## src/rv_isa_pkg.sv

```systemverilog
`default_nettype none

package rv_isa_pkg;

    // base widths of the integer ISA
    typedef logic [31:0] word_t;
    typedef logic [4:0]  reg_idx_t;
    typedef logic [6:0]  opcode_t;
    typedef logic [2:0]  funct3_t;

    localparam int num_regs = 32;

    // major opcodes
    localparam opcode_t op_lui    = 7'b0110111;
    localparam opcode_t op_auipc  = 7'b0010111;
    localparam opcode_t op_jal    = 7'b1101111;
    localparam opcode_t op_jalr   = 7'b1100111;
    localparam opcode_t op_imm    = 7'b0010011;
    localparam opcode_t op_reg    = 7'b0110011;
    localparam opcode_t op_load   = 7'b0000011;
    localparam opcode_t op_system = 7'b1110011;

    // minor opcodes and full words
    localparam funct3_t funct3_add  = 3'd0;
    localparam funct3_t funct3_lw   = 3'd2;
    localparam word_t   inst_ebreak = 32'h0010_0073;

    // immediate formats, all sign extended except U
    function automatic word_t imm_i(input word_t inst);
        return {{20{inst[31]}}, inst[31:20]};
    endfunction

    function automatic word_t imm_u(input word_t inst);
        return {inst[31:12], 12'b0};
    endfunction

    // J immediate is scrambled in the encoding, bit 0 is implicit zero
    function automatic word_t imm_j(input word_t inst);
        return {{11{inst[31]}}, inst[31], inst[19:12], inst[20], inst[30:21], 1'b0};
    endfunction

endpackage

`default_nettype wire

```

## src/regfile.sv

```systemverilog
`timescale 1ns/1ps
`default_nettype none

module regfile (
    input  logic                 clk,
    input  logic                 rst_n,
    input  logic                 wen,
    input  rv_isa_pkg::reg_idx_t waddr,
    input  rv_isa_pkg::word_t    wdata,
    input  rv_isa_pkg::reg_idx_t raddr1,
    input  rv_isa_pkg::reg_idx_t raddr2,
    output rv_isa_pkg::word_t    rdata1,
    output rv_isa_pkg::word_t    rdata2
);

    // x0 has no storage
    rv_isa_pkg::word_t regs [1:rv_isa_pkg::num_regs-1];

    always_ff @(posedge clk or negedge rst_n) begin
        if (!rst_n) begin
            for (int i = 1; i < rv_isa_pkg::num_regs; i++) begin
                regs[i] <= '0;
            end
        end else if (wen && (waddr != '0)) begin
            regs[waddr] <= wdata;
        end
    end

    // combinational reads
    assign rdata1 = (raddr1 == '0) ? '0 : regs[raddr1];
    assign rdata2 = (raddr2 == '0) ? '0 : regs[raddr2];

endmodule

`default_nettype wire

```

## config.mk

```make
export PLATFORM = sky130hd
export DESIGN_NAME = regfile
export DESIGN_NICKNAME = d
export VERILOG_FILES = /design/src/rv_isa_pkg.sv /design/src/regfile.sv
export SDC_FILE = /design/constraint.sdc
export NUM_CORES = 2
export LEC_CHECK = 0
export BUFFER_PORTS_ARGS = -buffer_cell sky130_fd_sc_hd__buf_2
export CAP_MARGIN = 20
export CELL_PAD_IN_SITES_DETAIL_PLACEMENT = 1
export CELL_PAD_IN_SITES_GLOBAL_PLACEMENT = 1
export CORE_UTILIZATION = 49
export CTS_CLUSTER_SIZE = 25
export DETAILED_ROUTE_END_ITERATION = 10
export GPL_TIMING_DRIVEN = 0
export PLACE_DENSITY_LB_ADDON = 0.1
export SLEW_MARGIN = 30
export SYNTH_ARGS = -nofsm -noshare
export SYNTH_HDL_FRONTEND = slang
export SYNTH_SLANG_ARGS = --single-unit
export TNS_END_PERCENT = 100
```

## constraint.sdc

```tcl
create_clock -name clk -period 1.6 [get_ports clk]
set_clock_uncertainty 0.15 [all_clocks]
set_input_delay 0 -clock clk [delete_from_list [all_inputs] [get_ports clk]]
set_output_delay 0 -clock clk [all_outputs]
set_load 0.05 [all_outputs]
```

==> results.py <==
metrics = {
    "status": {
        "status": "complete, but fails checks",
        "violations": "negative hold slack, negative setup slack",
    },
    "route": {
        "wl_met1_um": 90460,
        "drc_errors": 0,
        "met3_length_um": 29930,
        "antenna_left": 0,
        "viasPerCell": 7.252,
        "wl_per_cell_um": 44.42,
        "drtIter0Drc": 4844,
        "vias": 39740,
        "drt_pre_antenna_iters": 6,
        "drt_wl_total_um": 243400,
        "top_layer_used": "met5",
        "wl_met2_um": 104800,
    },
    "critical_path": {
        "reg2reg_to": "regs[31]",
        "worstSetupStartpoint": "raddr1[1]",
        "path_max_fanout": 10,
        "rrSetupSlack_ns": 0.07,
        "worstPathArrival_ns": 2.60,
        "crit-reg2reg-launch": "regs[31]",
        "crit_type": "in -> out",
        "crit_path_end": "rdata1[0]",
        "worstSetupStartpointType": "input port",
        "endpoint_kind": "primary output",
        "max_stage_delay_ns": 0.46,
        "crit_required_ns": 1.45,
        "path_cells": "buf_2 > and2b_2 > buf_4 > buf_2 > a221o_1 > o211ai_1 > o211ai_1 > buf_4",
        "critPathSlowestCell": "and2b_2",
        "rr_worst_depth": 2,
    },
    "clock_tree": {
        "htreeDepth": 3,
        "cts_tree": "yes",
        "clkLatencyLatePin_ns": 0.74,
        "cts_max_path_buffers": 3,
        "cts_made_buffers": 112,
        "path_clk_slew_ns": 0.06,
        "root_buffer": "clkbuf_16",
        "cts.sinks": 992,
    },
    "synthesis": {
        "synth_fp_nets": 3662,
        "synth_area_leader_cell": "dfrtp_1",
        "syn_avg_cell_area_sq_um": 14.81,
        "synth_top_area_share_pct": 46.41,
        "synth_cells": 3612,
        "async_reset_ff_share_pct": 100.0,
        "netlist_area_sq_um": 53490,
        "synth-edff-count": 0,
        "yosysWarnings": 0,
        "synth_ff_type": "dfrtp_1",
        "ys_seq_area_share_pct": 46.41,
        "synth-seq-cells": 992,
        "ys_types": 46,
        "synthTopCellsByArea": "dfrtp_1, mux2_2, mux4_2",
    },
    "layout": {
        "multi_input_area_sq_um": 27710,
        "fin_nets": 4036,
        "top_register": "regs",
        "final_cells": 5480,
        "fill_cells": 9944,
        "drive_above_1_share_pct": 54.80,
        "layout_commonest_cell": "mux2_2",
        "largest_register_ffs": 992,
        "mostFrequentLayoutCells": "mux2_2, dfrtp_1, mux4_2, mux2i_1, buf_4",
        "reg_top3": "regs: 992 flops",
        "seq_area_sq_um": 24820,
        "syn2layout_area_growth_pct": 18.08,
    },
    "power": {
        "p_total_mw": 80.15,
        "peakVddDrop_mv": 1.079,
        "powerDensity_nw_per_um2": 1269,
        "leakagePower_nw": 27.73,
    },
    "global_routing": {
        "antenna_found_initial": 8,
        "grt_pass1_vias": 42000,
        "grt_usage_pct": 44.22,
        "grt_start_max_net_pins": 123,
        "gr-total-overflow": 0,
        "grt_pass1_wl_um": 336100,
    },
    "timing": {
        "fmax_ghz": 0.3631,
        "rsz0062_at_grt": "true",
        "period_needed_ns": 2.754,
        "whs_ns": -0.9836,
        "maxSlewHeadroom_pct": 26.75,
        "hold_viol_final": 442,
        "setup_viol_count_final": 129,
        "fin_setup_tns_ns": -62.45,
        "drv_slew": 0,
        "worst_pin_slew_ns": 1.099,
        "post-route-period-util_pct": 172.1,
        "setup_ws_ns": -1.154,
    },
    "floorplanning": {
        "dieArea_sq_um": 110500,
        "rows": 120,
        "start_util_pct": 49.69,
        "core-area_sq_um": 107700,
        "die_w_um": 332.4,
        "die_h_um": 332.4,
        "ioPinCount": 114,
    },
    "placed_design": {
        "place_inst": 5130,
        "gp_congestion": 0.9768,
        "place.port_buffers": 104,
        "dp_hpwl_um": 156900,
    },
    "run": {
        "drv_cap": 0,
    },
    "hold_path": {
        "hold_class": "in -> async",
    },
}
[layer usage]
layer / GRT usage, % / vias up
met5: 0.7382 / -
met4: 27.11 / 12
met3: 16.46 / 826
met2: 63.76 / 2702
met1: 56.54 / 21510
li1: - / 14690
[cell type report]
type	instances	share of cell area, %
antenna	4	0.01585
buffer	389	3.881
clock buffer	174	5.222
clock inverter	27	0.4992
inverter	9	0.06537
multi-input combinational	2219	43.87
sequential	992	39.30
tap	1403	2.779
timing repair buffer	263	4.368
[critical path, delay by kind of cell]
family	cells	cell delay (ns)
buffers and inverters	4	1.39
AND/OR/NAND/NOR	1	0.46
AO/OA/AOI/OAI	3	0.72
[power by group]
part	leakage [nW]	internal, mW	switching, mW
Clock	1.78	14.9	11.2
Sequential	12.7	30.0	4.06
Combinational	13.3	10.5	9.43
Total	27.7	55.4	24.7
[cells in the mapped netlist, types with 17 or more instances]
cell / number
mux2_2: 1050
dfrtp_1: 992
mux4_2: 377
mux2i_1: 267
buf_2: 162
clkbuf_1: 161
a22oi_1: 102
nor2b_1: 44
a221oi_1: 43
buf_4: 38
nor2_1: 33
nor3_1: 32
o211ai_1: 32
and3_1: 29
o31a_1: 28
nand2_1: 21
mux2_1: 19
o22ai_1: 18
a221o_1: 17
[per-stage QoR]
| step | utilization [%] | worst slack [ns] | area, sq um |
|---|---|---|---|
| 2_1_floorplan | - | -0.1711 | 54000 |
| 3_3_place_gp | 52.28 | -20.52 | 56280 |
| 3_5_place_dp | 52.62 | -1.746 | 56650 |
| 4_1_cts | 58.19 | -1.161 | 62640 |
| 5_1_grt | 58.66 | -1.125 | 63150 |
| 6_report | 58.67 | -1.154 | 63160 |
[how the worst min path moves through the flow]
stage / startpoint / slack [ns] / end / depth (start not counted)
global route: rst_n / -0.93 / regs[100] / 1
finish: rst_n / -0.98 / regs[100] / 1
floorplan: rst_n / -0.45 / regs[0] / 0
detailed placement: rst_n / -0.17 / regs[100] / 1
CTS: rst_n / -0.93 / regs[100] / 1
global placement: wdata[3] / 0.13 / regs[3] / 2
[what timing repair did]
item | CTS | global route
setup buffers | 35 | 22
endpoints found under the setup margin | 744 | 461
hold endpoints to repair | 1445 | 439
pin swaps | 51 | 46
hold buffers | 81 | 5
gates resized for setup | 306 | 67
gates cloned | 6 | 1
[cell families (layout without fill, tap and decap cells)]
logic type      after synthesis  count (layout)  share of synthesized area (%)
flops                       992             992                          46.41
other cells                   0               4                              0
simple gates                203             203                          2.051
mux                        1713            1713                          43.37
compound gates              303             303                          4.510
buf+inv                     401             862                          3.658
(Power assumes the default switching activity.)
