File: config.mk
export PLATFORM = sky130hd
export DESIGN_NAME = inst_decode
export DESIGN_NICKNAME = d
export VERILOG_FILES = /design/src/rv_isa_pkg.sv /design/src/npc_pkg.sv /design/src/inst_decode.sv
export SDC_FILE = /design/constraint.sdc
export NUM_CORES = 1
export LEC_CHECK = 0
export BUFFER_PORTS_ARGS = -buffer_cell sky130_fd_sc_hd__buf_4
export CAP_MARGIN = 20
export CORE_UTILIZATION = 38
export DETAILED_ROUTE_END_ITERATION = 7
export PLACE_DENSITY = 0.9
export RECOVER_POWER = 100
export SLEW_MARGIN = 5
export SYNTH_ARGS = -nofsm -noshare
export SYNTH_HDL_FRONTEND = slang
export SYNTH_SLANG_ARGS = --single-unit
File: constraint.sdc
create_clock -name vclk -period 3.47
set_clock_uncertainty 0.1 [all_clocks]
set_input_delay 0.694 -clock vclk [all_inputs]
set_output_delay 0.694 -clock vclk [all_outputs]
set_load 0.05 [all_outputs]
File: src/rv_isa_pkg.sv
`default_nettype none

package rv_isa_pkg;

    // base widths of the integer ISA
    typedef logic [31:0] word_t;
    typedef logic [4:0]  reg_idx_t;
    typedef logic [6:0]  opcode_t;
    typedef logic [2:0]  funct3_t;

    localparam int num_regs = 32;

    // major opcodes
    localparam opcode_t op_lui    = 7'b0110111;
    localparam opcode_t op_auipc  = 7'b0010111;
    localparam opcode_t op_jal    = 7'b1101111;
    localparam opcode_t op_jalr   = 7'b1100111;
    localparam opcode_t op_imm    = 7'b0010011;
    localparam opcode_t op_reg    = 7'b0110011;
    localparam opcode_t op_load   = 7'b0000011;
    localparam opcode_t op_system = 7'b1110011;

    // minor opcodes and full words
    localparam funct3_t funct3_add  = 3'd0;
    localparam funct3_t funct3_lw   = 3'd2;
    localparam word_t   inst_ebreak = 32'h0010_0073;

    // immediate formats, all sign extended except U
    function automatic word_t imm_i(input word_t inst);
        return {{20{inst[31]}}, inst[31:20]};
    endfunction

    function automatic word_t imm_u(input word_t inst);
        return {inst[31:12], 12'b0};
    endfunction

    // J immediate is scrambled in the encoding, bit 0 is implicit zero
    function automatic word_t imm_j(input word_t inst);
        return {{11{inst[31]}}, inst[31], inst[19:12], inst[20], inst[30:21], 1'b0};
    endfunction

endpackage

`default_nettype wire

File: src/npc_pkg.sv
`default_nettype none

package npc_pkg;

    // memory map
    localparam rv_isa_pkg::word_t reset_pc = 32'h8000_0000;
    localparam int mem_words = 1024;
    localparam int mem_addr_w = $clog2(mem_words);
    localparam rv_isa_pkg::word_t mem_bytes = mem_words * 4;

    typedef logic [mem_addr_w-1:0] mem_addr_t;

    // operation executed this cycle
    typedef enum logic [2:0] {
        op_nop,
        op_lui,
        op_auipc,
        op_jal,
        op_jalr,
        op_addi,
        op_add,
        op_lw
    } alu_op_e;

    // decoded control, one instruction
    typedef struct packed {
        alu_op_e              alu_op;
        logic                 reg_wen;
        logic                 mem_ren;
        rv_isa_pkg::reg_idx_t rd;
        rv_isa_pkg::reg_idx_t rs1;
        rv_isa_pkg::reg_idx_t rs2;
        rv_isa_pkg::word_t    imm;
        logic                 is_ebreak;
    } ctrl_t;

    // instruction completed this cycle
    typedef struct packed {
        logic                 wen;
        rv_isa_pkg::reg_idx_t rd;
        rv_isa_pkg::word_t    wdata;
        rv_isa_pkg::word_t    pc;
    } retire_t;

endpackage

`default_nettype wire

File: src/inst_decode.sv
`timescale 1ns/1ps
`default_nettype none

module inst_decode (
    input  rv_isa_pkg::word_t inst,
    output npc_pkg::ctrl_t    ctrl
);

    rv_isa_pkg::opcode_t  opcode;
    rv_isa_pkg::funct3_t  funct3;
    rv_isa_pkg::reg_idx_t rd;
    rv_isa_pkg::reg_idx_t rs1;
    rv_isa_pkg::reg_idx_t rs2;
    rv_isa_pkg::word_t    imm;
    npc_pkg::alu_op_e     alu_op;
    logic                 is_i;
    logic                 is_r;
    logic                 is_u;
    logic                 is_j;
    logic                 is_sys;

    // fixed field positions
    assign opcode = inst[6:0];
    assign rd     = inst[11:7];
    assign funct3 = inst[14:12];
    assign rs1    = inst[19:15];
    assign rs2    = inst[24:20];

    // format classes
    assign is_i = (opcode == rv_isa_pkg::op_imm)
                | (opcode == rv_isa_pkg::op_load)
                | (opcode == rv_isa_pkg::op_jalr);
    assign is_r = (opcode == rv_isa_pkg::op_reg);
    assign is_u = (opcode == rv_isa_pkg::op_lui)
                | (opcode == rv_isa_pkg::op_auipc);
    assign is_j = (opcode == rv_isa_pkg::op_jal);
    assign is_sys = (opcode == rv_isa_pkg::op_system);

    // immediate for the detected format, R type has none
    always_comb begin
        if (is_i) begin
            imm = rv_isa_pkg::imm_i(inst);
        end else if (is_u) begin
            imm = rv_isa_pkg::imm_u(inst);
        end else if (is_j) begin
            imm = rv_isa_pkg::imm_j(inst);
        end else begin
            imm = '0;
        end
    end

    // operation select
    always_comb begin
        alu_op = npc_pkg::op_nop;
        if (is_u) begin
            alu_op = (opcode == rv_isa_pkg::op_lui) ? npc_pkg::op_lui : npc_pkg::op_auipc;
        end else if (is_j) begin
            alu_op = npc_pkg::op_jal;
        end else if (is_r) begin
            if (funct3 == rv_isa_pkg::funct3_add) begin
                alu_op = npc_pkg::op_add;
            end
        end else if (is_i) begin
            case (opcode)
                // jalr shares funct3 zero with add
                rv_isa_pkg::op_jalr: begin
                    if (funct3 == rv_isa_pkg::funct3_add) begin
                        alu_op = npc_pkg::op_jalr;
                    end
                end
                rv_isa_pkg::op_imm: begin
                    if (funct3 == rv_isa_pkg::funct3_add) begin
                        alu_op = npc_pkg::op_addi;
                    end
                end
                default: begin
                    if (funct3 == rv_isa_pkg::funct3_lw) begin
                        alu_op = npc_pkg::op_lw;
                    end
                end
            endcase
        end
    end

    // pack control, anything not decoded writes nothing
    always_comb begin
        ctrl.alu_op    = alu_op;
        ctrl.reg_wen   = (alu_op != npc_pkg::op_nop);
        ctrl.mem_ren   = (alu_op == npc_pkg::op_lw);
        ctrl.rd        = rd;
        ctrl.rs1       = rs1;
        ctrl.rs2       = rs2;
        ctrl.imm       = imm;
        // exact word match, opcode checked separately
        ctrl.is_ebreak = is_sys && (inst[31:7] == rv_isa_pkg::inst_ebreak[31:7]);
    end

endmodule

`default_nettype wire

==> metrics list <==
- In this run the core area contains 15 standard-cell rows.
- Post-layout worst setup margin: 0.2359 ns
- Critical Path Source: inst[6]
- Sequence of cells on the critical path: buf_4, or3_4, or4_4, o32ai_2, o21bai_1, clkbuf_1
- Power per standard cell area: 121.7 nW/um^2
* Cell count after synthesis: 110
- Wire length of the first global-routing pass: 3960 um
- In this run the mean area of a mapped cell was 6.700 um^2.
- The flow ran to the end, and the final reports show no timing, DRC or antenna violations.
* Fin. Hold Viols: 0
* Worst-path cell with the longest stage delay: sky130_fd_sc_hd__clkbuf_1
- Arrival time of the worst setup path: 2.44 ns
- Of the total power, the share spent switching nets is 0.6793.
- Top layer in use: met4
- The worst-case IR drop observed on VDD is 84.98 uV.
- Maximum clock frequency: 309.2 MHz
* Nets: 209
- Final routed wire length divided by cell count: 13.94 um
- Of the total synthesized cell area, the portion taken by XOR and XNOR cells is 0.
- Along the worst path, the maximum fanout reaches 10.
* Multi-input logic area: 598.1 um^2
- Horizontal die dimension: 46.04 um
* Instance count along the most critical hold path: 3
- Post-Synthesis Cell Area: 737.0 um^2
- Post-route minimum period: 3.234 ns
* Leading cell type in the layout, fill and taps excluded: sky130_fd_sc_hd__buf_4
* Area fraction in and, or, nand and nor cells after synthesis: 0.4584
- Register share of total power: 0
- For the worst setup path, the data required time is 2.68 ns.
- Area of the die: 2120 um^2
- Clock power frac: 0
- Number of hold buffers added after CTS: 0
* Overall routing resource usage: 0.2424
- On the worst path, the slowest cell contributes a delay of 0.48 ns.
* Syn. warnings: 0
- In this run, the number of DRC markers left after iteration 0 of detailed routing was 21.
* Complex-gate fraction of the synthesized area: 0.3328
* Min-delay worst type: in2out
- Reported net switching power: 94.37 uW
- I/O pin count: 85
- The number of antenna violations at the first check in global routing came to 0.
- Among cell families on the critical path, the largest total delay comes from simple AND/OR/NAND/NOR gates.
- STA classifies the critical path endpoint as a primary output.
* Fraction of power consumed by combinational cells: 1.000
* Largest net degree at the start of global routing: 13
- Proportion of synthesized area in mux cells: 0.01358
* Critical path start-end classification: in2out
- In this run the number of cells on the critical path is 6.
- Worst slew pin tran: 0.7406 ns
* Seq/Total Area, Yosys: 0
* Share of cells above drive strength 1: 0.3314
- Of the available clock period, the critical path in the final layout requires 0.9320.
- Remaining max-slew budget at the tightest pin: 0.5044
* Area share of the largest cell type after synthesis: 0.1935
- Cell Int Power: 44.55 uW
- Post-synth cell types: 33
- RSZ-0062 raised after global routing: false
- Area share of fa/ha/maj cells after synthesis: 0
* Origin of the worst min-delay path: inst[19]
* Largest family of logic cells by synthesized area: simple AND/OR/NAND/NOR gates
- Total routed wire length on the met1 layer: 1061 um
- The total overflow left after global routing is 0.
* Vias in the first global route: 926
- Detailed routing inserted a total of 1072 vias.
* Number of pins with negative max-slew slack in the final report: 0
* Post CTS Setup Buffer Count: 0
* Die height: 46.04 um
* Dpl hpwl: 2278 um
- Across the run, the number of max-cap violations was 0.
* Syn_nets: 142
- Summed over all cells, the static leakage comes to 0.6257 nW.
* Final-layout setup total negative slack: 0 ns
- Summed over all nets, wire length on met2 after detailed routing comes to 1529 um.
* DRC violations left: 0
* Placeable core region: 1764 um^2
* Count of nets left with antenna violations after detail routing: 0
- Seq_cells: 0
- The layout has 205 filler cells.
- Synthesis-to-layout area growth: 54.84%
- Routability-driven placement finished with a final weighted congestion of 0.8602.
* Library cell occupying the most area in the post-synthesis netlist: sky130_fd_sc_hd__a21o_1
- Registers take 0 um^2.
* Gates resized, CTS repair: 0
- Ranked by total cell area, the synthesized netlist is headed by sky130_fd_sc_hd__a21o_1, sky130_fd_sc_hd__buf_4, sky130_fd_sc_hd__and2_1, sky130_fd_sc_hd__a21oi_1, sky130_fd_sc_hd__nor2_1.
* Iteration count of the initial detailed-routing pass: 5
* Post-Place Setup Slack: 0.4779 ns
- Buffer and inverter count on the worst path: 2
* Met3 routed WL: 184 um
* Clock buffer count in the final layout: 0
* WL final: 2787 um
- Antenna Cells: 0
* Via count normalized by instance count: 5.360
- Setup violations remaining at the end of the flow were counted as 0.
- IO Port Bufs: 85
- Initial core utilization: 0.4177
- Most used cells in the layout excluding fill and tap cells: sky130_fd_sc_hd__buf_4, sky130_fd_sc_hd__clkbuf_1, sky130_fd_sc_hd__a21o_1
- Crit path launch type: input port
[cells in the mapped netlist, types with 2 or more instances]
cell type,number
sky130_fd_sc_hd__nand2b_1,4
sky130_fd_sc_hd__nor4_1,4
sky130_fd_sc_hd__o41ai_1,2
sky130_fd_sc_hd__nor3_1,2
sky130_fd_sc_hd__nand4_1,2
sky130_fd_sc_hd__or4_1,3
sky130_fd_sc_hd__nor3b_1,2
sky130_fd_sc_hd__nand2_1,4
sky130_fd_sc_hd__a21oi_1,6
sky130_fd_sc_hd__clkbuf_1,4
sky130_fd_sc_hd__nor2_1,8
sky130_fd_sc_hd__a21o_1,19
sky130_fd_sc_hd__o21ai_0,2
sky130_fd_sc_hd__o21bai_1,2
sky130_fd_sc_hd__buf_4,15
sky130_fd_sc_hd__and2_1,14
[final timing paths]
path / endpoint / slack [ns]
setup / recovery: ctrl[49] / 0.24
hold / removal: ctrl[20] / 1.66
[power groups by stage]
stage / Combinational, mW / Sequential (mW) / Clock, mW
6_report: 0.139 / 0 / 0
3_3_place_gp: 0.147 / 0 / 0
2_1_floorplan: 0.0959 / 0 / 0
4_1_cts: 0.150 / 0 / 0
3_5_place_dp: 0.149 / 0 / 0
5_1_grt: 0.146 / 0 / 0
[logic make-up (layout without fill, tap and decap cells)]
logic type / after synthesis / in the layout
simple gates: 54 / 54
compound gates: 34 / 34
buf+inv: 21 / 86
mux: 1 / 1
[through the flow]
stage,total power [mW],cell area (um^2),utilization,hold slack (ns),instances
2_1_floorplan,0.09591,742.0,-,1.455,110
3_3_place_gp,0.1467,1275,0.7227,1.548,200
3_5_place_dp,0.1494,1275,0.7227,1.551,200
4_1_cts,0.1497,1275,0.7227,1.551,200
5_1_grt,0.1463,1141,0.6468,1.674,200
6_report,0.1389,1141,0.6468,1.655,200
[area by class of cell]
type                       count  area share
multi-input combinational     89      0.5241
tap                           25     0.02741
timing repair buffer          86      0.4485
[metal layers]
metal  vias to the layer above  GRT usage
li1                        523          -
met1                       488     0.3093
met2                        57     0.4423
met3                         4    0.02381
met4                         0    0.02941
met5                         -          0
(Power assumes the default switching activity.)
